File: src/logic/nocPkg.sv
package nocPkg;

  localparam int numPorts = 5;

  // Flit kind, bit 0 marks a head and bit 2 marks a tail
  typedef logic [2:0] flitId_t;
  localparam flitId_t flitHead     = 3'b001;
  localparam flitId_t flitBody     = 3'b010;
  localparam flitId_t flitTail     = 3'b100;
  localparam flitId_t flitHeadTail = 3'b101;

  typedef logic [11:0] pktLen_t;   // Packet length in flits
  typedef logic [18:0] flit_t;     // {flitId_t, 16-bit payload}

  // Port numbers, also the round-robin order
  typedef logic [2:0] portIdx_t;
  localparam portIdx_t portL = 3'd0;
  localparam portIdx_t portN = 3'd1;
  localparam portIdx_t portE = 3'd2;
  localparam portIdx_t portW = 3'd3;
  localparam portIdx_t portS = 3'd4;

  function automatic logic isHead(flit_t f);
    flitId_t id;
    id = f[18:16];
    return |(id & flitHead);
  endfunction

  function automatic logic isTail(flit_t f);
    flitId_t id;
    id = f[18:16];
    return |(id & flitTail);
  endfunction

  function automatic pktLen_t headLen(flit_t f);
    return f[11:0];   // Length sits in the low payload bits
  endfunction

endpackage

File: src/logic/flitFifo.sv
`timescale 1ns/1ns

module flitFifo
  import nocPkg::*;
#(
  parameter int fifoDepth = 4
)
(
  input  logic  clk,
  input  logic  rst,
  input  logic  inValid,
  output logic  inReady,
  input  flit_t inFlit,
  output logic  bufValid,
  input  logic  bufReady,
  output flit_t bufFlit
);

  localparam int ptrWidth = (fifoDepth > 1) ? $clog2(fifoDepth) : 1;

  typedef logic [ptrWidth-1:0] ptr_t;
  typedef logic [$clog2(fifoDepth+1)-1:0] count_t;

  flit_t  mem [fifoDepth];
  ptr_t   wrPtr;
  ptr_t   rdPtr;
  count_t count;
  logic   wrEn;
  logic   rdEn;

  function automatic ptr_t nextPtr(ptr_t p);
    if (p == ptr_t'(fifoDepth - 1))
      return '0;
    return p + 1'b1;
  endfunction

  assign wrEn     = inValid && inReady;
  assign rdEn     = bufValid && bufReady;
  assign bufValid = (count != '0);
  assign bufFlit  = mem[rdPtr];   // Head of queue

  always_ff @(posedge clk)
  begin
    if (wrEn)
      mem[wrPtr] <= inFlit;
  end

  always_ff @(posedge clk)
  begin
    if (rst)
    begin
      wrPtr   <= '0;
      rdPtr   <= '0;
      count   <= '0;
      inReady <= 1'b1;   // Empty after reset
    end
    else
    begin
      if (wrEn)
        wrPtr <= nextPtr(wrPtr);
      if (rdEn)
        rdPtr <= nextPtr(rdPtr);
      case ({wrEn, rdEn})
        2'b10:
        begin
          count   <= count + 1'b1;
          inReady <= (count != count_t'(fifoDepth - 1));
        end
        2'b01:
        begin
          count   <= count - 1'b1;
          inReady <= 1'b1;
        end
        default: ;   // Idle, or write and read together
      endcase
    end
  end

  noWriteWhenFull: assert property (@(posedge clk) disable iff (rst)
    wrEn |-> (count != count_t'(fifoDepth)))
    else $error("Error %0t: flit accepted into a full buffer", $time);

endmodule

File: src/logic/outputArbiter.sv
`timescale 1ns/1ns

module outputArbiter
  import nocPkg::*;
#(
  parameter int timerSlack = 2
)
(
  input  logic     clk,
  input  logic     rst,
  input  logic     bufValid [numPorts],
  input  flit_t    bufFlit  [numPorts],
  output logic     bufReady [numPorts],
  output logic     outValid,
  input  logic     outReady,
  output flit_t    outFlit,
  output portIdx_t outSrc
);

  typedef enum logic [2:0] {
    ArbIdle,
    GrantL,
    GrantN,
    GrantE,
    GrantW,
    GrantS
  } arbState_t;

  arbState_t state;
  arbState_t nextState;
  portIdx_t  curPort;
  logic      granted;
  logic      stall;
  logic      tailDone;
  logic      holdGrant;

  logic    headSeen   [numPorts];
  pktLen_t headLength [numPorts];
  logic    runTimer   [numPorts];
  logic    timesUp    [numPorts];
  logic [numPorts-1:0] readyVec;

  function automatic arbState_t grantOf(portIdx_t p);
    case (p)
      portL:   return GrantL;
      portN:   return GrantN;
      portE:   return GrantE;
      portW:   return GrantW;
      portS:   return GrantS;
      default: return ArbIdle;
    endcase
  endfunction

  function automatic portIdx_t portOf(arbState_t s);
    case (s)
      GrantN:  return portN;
      GrantE:  return portE;
      GrantW:  return portW;
      GrantS:  return portS;
      default: return portL;   // GrantL, and idle points at L
    endcase
  endfunction

  assign curPort  = portOf(state);
  assign granted  = (state != ArbIdle);
  assign outValid = granted && bufValid[curPort];
  assign outFlit  = bufFlit[curPort];
  assign outSrc   = curPort;

  assign stall    = outValid && !outReady;
  assign tailDone = outValid && outReady && isTail(outFlit);

  // A stalled flit keeps the grant even after the timer expires
  assign holdGrant = stall || (bufValid[curPort] && !timesUp[curPort] && !tailDone);

  for (genvar p = 0; p < numPorts; p++)
  begin : portGen
    assign runTimer[p]   = (state == grantOf(portIdx_t'(p)));
    assign bufReady[p]   = runTimer[p] && outReady;
    assign readyVec[p]   = bufReady[p];
    assign headSeen[p]   = bufReady[p] && bufValid[p] && isHead(bufFlit[p]);
    assign headLength[p] = headLen(bufFlit[p]);

    packetTimer #(
      .timerSlack (timerSlack)
    ) iTimer (
      .clk        (clk),
      .rst        (rst),
      .headSeen   (headSeen[p]),
      .headLength (headLength[p]),
      .runTimer   (runTimer[p]),
      .timesUp    (timesUp[p])
    );
  end

  always_comb
  begin : nextSelect
    int idx;
    nextState = state;
    idx = 0;
    if (state == ArbIdle)
    begin
      // Lowest index wins, so L first
      for (int i = numPorts - 1; i >= 0; i--)
      begin
        if (bufValid[i])
          nextState = grantOf(portIdx_t'(i));
      end
    end
    else if (!holdGrant)
    begin
      // Nearest requester after the current port, the current one excluded
      nextState = ArbIdle;
      for (int k = numPorts - 1; k >= 1; k--)
      begin
        idx = (int'(curPort) + k) % numPorts;
        if (bufValid[idx])
          nextState = grantOf(portIdx_t'(idx));
      end
    end
  end

  always_ff @(posedge clk)
  begin
    if (rst)
      state <= ArbIdle;
    else
      state <= nextState;
  end

  singleReady: assert property (@(posedge clk) disable iff (rst)
    $onehot0(readyVec))
    else $error("Error %0t: more than one buffer granted", $time);

  stableUnderStall: assert property (@(posedge clk) disable iff (rst)
    stall |=> outValid && $stable(outFlit) && $stable(outSrc))
    else $error("Error %0t: output changed under back-pressure", $time);

endmodule

File: src/logic/outputPortSwitch.sv
`timescale 1ns/1ns

module outputPortSwitch
  import nocPkg::*;
#(
  parameter int fifoDepth  = 4,
  parameter int timerSlack = 2
)
(
  input  logic     clk,
  input  logic     rst,
  input  logic     inValid [numPorts],
  output logic     inReady [numPorts],
  input  flit_t    inFlit  [numPorts],
  output logic     outValid,
  input  logic     outReady,
  output flit_t    outFlit,
  output portIdx_t outSrc
);

  // Buffer to arbiter links, one per input port
  logic  bufValid [numPorts];
  logic  bufReady [numPorts];
  flit_t bufFlit  [numPorts];

  for (genvar p = 0; p < numPorts; p++)
  begin : bufferGen
    flitFifo #(
      .fifoDepth (fifoDepth)
    ) iFifo (
      .clk      (clk),
      .rst      (rst),
      .inValid  (inValid[p]),
      .inReady  (inReady[p]),
      .inFlit   (inFlit[p]),
      .bufValid (bufValid[p]),
      .bufReady (bufReady[p]),
      .bufFlit  (bufFlit[p])
    );
  end

  outputArbiter #(
    .timerSlack (timerSlack)
  ) iArbiter (
    .clk      (clk),
    .rst      (rst),
    .bufValid (bufValid),
    .bufFlit  (bufFlit),
    .bufReady (bufReady),
    .outValid (outValid),
    .outReady (outReady),
    .outFlit  (outFlit),
    .outSrc   (outSrc)
  );

endmodule

File: src/logic/packetTimer.sv
`timescale 1ns/1ns

module packetTimer
  import nocPkg::*;
#(
  parameter int timerSlack = 2
)
(
  input  logic    clk,
  input  logic    rst,
  input  logic    headSeen,
  input  pktLen_t headLength,
  input  logic    runTimer,
  output logic    timesUp
);

  typedef logic [$bits(pktLen_t):0] limit_t;   // One extra bit for the slack

  pktLen_t lenReg;
  pktLen_t count;
  limit_t  limit;

  assign limit   = limit_t'(lenReg) + limit_t'(timerSlack);
  assign timesUp = (limit_t'(count) >= limit);

  always_ff @(posedge clk)
  begin
    if (rst)
    begin
      lenReg <= '0;
      count  <= '0;
    end
    else
    begin
      if (headSeen)
        lenReg <= headLength;
      // Stops at the limit so a stalled port keeps timesUp until it lets go
      if (!runTimer)
        count <= '0;
      else if (!timesUp)
        count <= count + 1'b1;
    end
  end

  // Count creeps up one granted cycle at a time and stops at the budget
  countWithinLimit: assert property (@(posedge clk) disable iff (rst)
    runTimer && $past(runTimer) && $past(limit_t'(count) <= limit) && !$past(headSeen)
      |-> limit_t'(count) <= limit)
    else $error("Error %0t: packet timer passed its limit", $time);

endmodule

File: config.mk
export PLATFORM = sky130hd
export DESIGN_NAME = outputPortSwitch
export DESIGN_NICKNAME = d
export VERILOG_FILES = /design/src/logic/nocPkg.sv /design/src/logic/flitFifo.sv /design/src/logic/outputArbiter.sv /design/src/logic/outputPortSwitch.sv /design/src/logic/packetTimer.sv
export SDC_FILE = /design/constraint.sdc
export NUM_CORES = 1
export LEC_CHECK = 0
export BUFFER_PORTS_ARGS = -buffer_cell sky130_fd_sc_hd__buf_2
export CAP_MARGIN = 20
export CORE_UTILIZATION = 48
export DETAILED_ROUTE_END_ITERATION = 10
export SLEW_MARGIN = 25
export SYNTH_ARGS = -nofsm -noshare
export SYNTH_HDL_FRONTEND = slang
export SYNTH_SLANG_ARGS = --single-unit
File: constraint.sdc
create_clock -name clk -period 11.4 [get_ports clk]
set_clock_uncertainty 0.05 [all_clocks]
set_input_delay 0.57 -clock clk [delete_from_list [all_inputs] [get_ports clk]]
set_output_delay 0.57 -clock clk [all_outputs]
set_load 0.01 [all_outputs]
==> impl_metrics.yaml <==
critical_path:
  worstSetupPathType: "flip-flop to flip-flop"
  regToRegSetupSlack_ns: 5.55
  critPathSlowestCell: "ha_1"
  path_buf_inv: 4
  worst_ep_required_time_ns: 11.81
  path_delay_family: "compound AO/OA/AOI/OAI gates"
  worstPathArrival_ns: 6.26
  critPathLaunchType: "flip-flop"
  crit_path_end_kind: "flip-flop"
  cp_max_fo: 34
  crit_chain: "buf_4, inv_1, nand2_1, ha_1, inv_1, ha_1, inv_1, ha_1, a211o_1, o31a_1, xnor2_1, a211oi_2, a211o_1, a31oi_1, o221ai_1"
  cp_slowest_stage_delay_ns: 1.03
detailed_routing:
  vias: 15713
  drtIter0Drc: 1173
  postRouteAntennaNets: 0
  remaining_drc_errors: 0
  avgRoutedWirePerCell_um: 21.7
  first_pass_iters: 5
  routed_wl_um: 59700
  via_per_inst: 5.71
global_route:
  grt_pass1_wl_um: 90900
  grt_max_degree: 58
  grt.total_usage_pct: 22.5
  antenna_found_initial: 0
  grt_overflow: 0
  first_global_vias: 15373
clocking:
  cts_made_buffers: 58
  postCtsSetupBuffers: 0
  hold_buffers: 0
  cts_root_buf: "clkbuf_16"
  path_clk_slew_ns: 0.06
  tritoncts: "built"
  cts_buffer_depth: 3
  clock_latency_ns: 0.62
  htreeDepth: 2
  cts_sinks: 553
  cts_resized: 0
synth:
  async_reset_ff_share_pct: 0
  ys_types: 73
  synth_flop_cell: "edfxtp_1"
  synth_edf_count: 380
  yosysMostFrequentCell: "edfxtp_1"
  ys_ff_latch: 553
  synth_nets: 2122
  synth_area_leader_cell: "edfxtp_1"
  ys_warn_count: 0
  synthTopCellsByArea: "edfxtp_1 45%, dfxtp_1 14%, mux4_2 8.5%"
  avgSynthCellArea_um2: 13.3
  synth_commonest_cells: "380 x edfxtp_1, 195 x nor2_1, 173 x dfxtp_1"
  yosysTopAreaCellShare_pct: 45.3
  syn_inst: 1898
  synth_seq_area_share_pct: 59.0
  syn_area_mm2: 0.0252
sta:
  tightest_slew_ns: 1.04
  final-max-slew-violation-count: 0
  period_minus_slack_ns: 5.85
  finalCritPeriodShare_pct: 51.3
  fmax_ghz: 0.171
  max_slew_margin_pct: 30.0
  rsz0062_at_grt: "false"
  hold_viol_final: 0
  tns_ns: 0
  setup_violations: 0
  whs_ns: 0.114
die:
  start_util_pct: 48.8
  num_rows: 83
  fp.dieH_um: 231
  io_pins: 131
  coreArea_mm2: 0.0516
  die_x_um: 231
  die_area_mm2: 0.0534
status:
  outcome: "complete, no violations"
finish:
  area_growth_syn_to_layout_pct: 13.3
  diodes: 0
  drive_above_1_share_pct: 18.0
  fillCellCount: 4227
  nNetsFinal: 2248
power:
  ir_drop_mv: 0.143
  p_leak_nw: 10.5
  power.density_mw_per_mm2: 196
placed_design:
  place_congestion: 0.920
  port_buffers: 130
  post-dp-hpwl_um: 42600
run:
  maxCapViolations: 0
min_path:
  hold_path_class: "primary input to flip-flop"
## cells in the final DEF (no fill, tap or decap), types with 11 or more instances in the layout
| master | Yosys | layout |
|---|---|---|
| edfxtp_1 | 380 | 380 |
| ha_1 | 116 | 116 |
| nand2b_1 | 15 | 15 |
| nand2_1 | 112 | 112 |
| nand4_1 | 21 | 21 |
| and3_2 | 0 | 13 |
| a21oi_1 | 69 | 69 |
| o21ai_0 | 45 | 45 |
| nor3_1 | 29 | 29 |
| inv_1 | 56 | 56 |
| buf_2 | 5 | 129 |
| buf_4 | 5 | 18 |
| nand3_1 | 68 | 68 |
| xor2_1 | 77 | 77 |
| xnor2_1 | 36 | 36 |
| dfxtp_1 | 173 | 172 |
| mux4_2 | 95 | 95 |
| and3_1 | 50 | 37 |
| mux2i_1 | 78 | 78 |
| o221ai_1 | 29 | 29 |
| clkbuf_16 | 0 | 58 |
| nor2_1 | 195 | 195 |
| or3_1 | 20 | 20 |
| clkinv_2 | 0 | 11 |
| nor2b_1 | 11 | 11 |
## power by group
group	switching [mW]	internal, mW	leakage (nW)	total [mW]
Sequential	0.0484	2.23	4.89	2.28
Combinational	0.860	0.456	4.58	1.32
Clock	0.804	1.20	0.995	2.01
## cell type report
type                            instances  area (µm²)  share of cell area [%]
Tap cell                              680         851                    2.98
Inverter                               58         225                   0.789
Timing Repair Buffer                  148         792                    2.77
Clock buffer                           72        1550                    5.44
Multi-Input combinational cell       1205        9770                    34.2
Sequential cell                       553       14900                    52.1
Clock inverter                         37         489                    1.71
## flip-flops by register name (all words and copies together) (netlist names), named ones only
name,count
bufferGen.iFifo.wrPtr,10
iArbiter.portGen.iTimer.lenReg,60
iArbiter.state,3
bufferGen.iFifo.rdPtr,10
bufferGen.iFifo.mem,380
iArbiter.portGen.iTimer.count,60
bufferGen.iFifo.count,15
bufferGen.iFifo.inReady,5
## worst register-to-register path, delay by kind of cell, from the launching register on
family | cells | cell delay [ns]
AO/OA/AOI/OAI | 6 | 1.54
XOR/XNOR | 1 | 0.37
adder cells (fa/ha/maj) | 3 | 1.52
buffers and inverters | 4 | 1.23
flip-flops | 1 | 0.30
AND/OR/NAND/NOR | 1 | 0.69
## stage by stage
| stage | cells | setup slack [ns] | total power, mW | cell area (µm²) | util (%) |
|---|---|---|---|---|---|
| after floorplan | 1898 | 6.85 | 3.17 | 25200 | - |
| after global placement | 2643 | 5.70 | 3.60 | 26500 | 51.3 |
| after detailed placement | 2644 | 5.67 | 3.62 | 26500 | 51.4 |
| after CTS | 2753 | 5.61 | 5.62 | 28500 | 55.3 |
| after global routing | 2753 | 5.24 | 5.82 | 28600 | 55.3 |
| final | 2753 | 5.55 | 5.60 | 28600 | 55.3 |
## kinds of logic after synthesis
logic type | share of synthesized area [%]
compound gates | 6.00
xor+xnor | 4.04
fa+ha+maj | 6.16
buf+inv | 2.30
flops | 59.0
mux | 11.6
simple gates | 10.8
## final timing paths
kind                          startpoint                       endpoint  cells after the start
max                    iArbiter.state[0]              iArbiter.state[0]                     15
min                           inFlit[91]  bufferGen[0].iFifo.mem[3][15]                      1
max reg2reg            iArbiter.state[0]              iArbiter.state[0]                     15
min reg2reg  bufferGen[1].iFifo.wrPtr[1]    bufferGen[1].iFifo.wrPtr[1]                      2
## metal layers
metal  global-route usage [%]  share of wire (%)  vias to the layer above
met2                     35.7                 47                      390
li1                         -                  -                     7407
met3                     3.05                5.3                       95
met1                     31.8                 45                     7821
met4                     7.66                2.9                        0
met5                        0                  0                        -
Power figures use the tool's default switching activity.
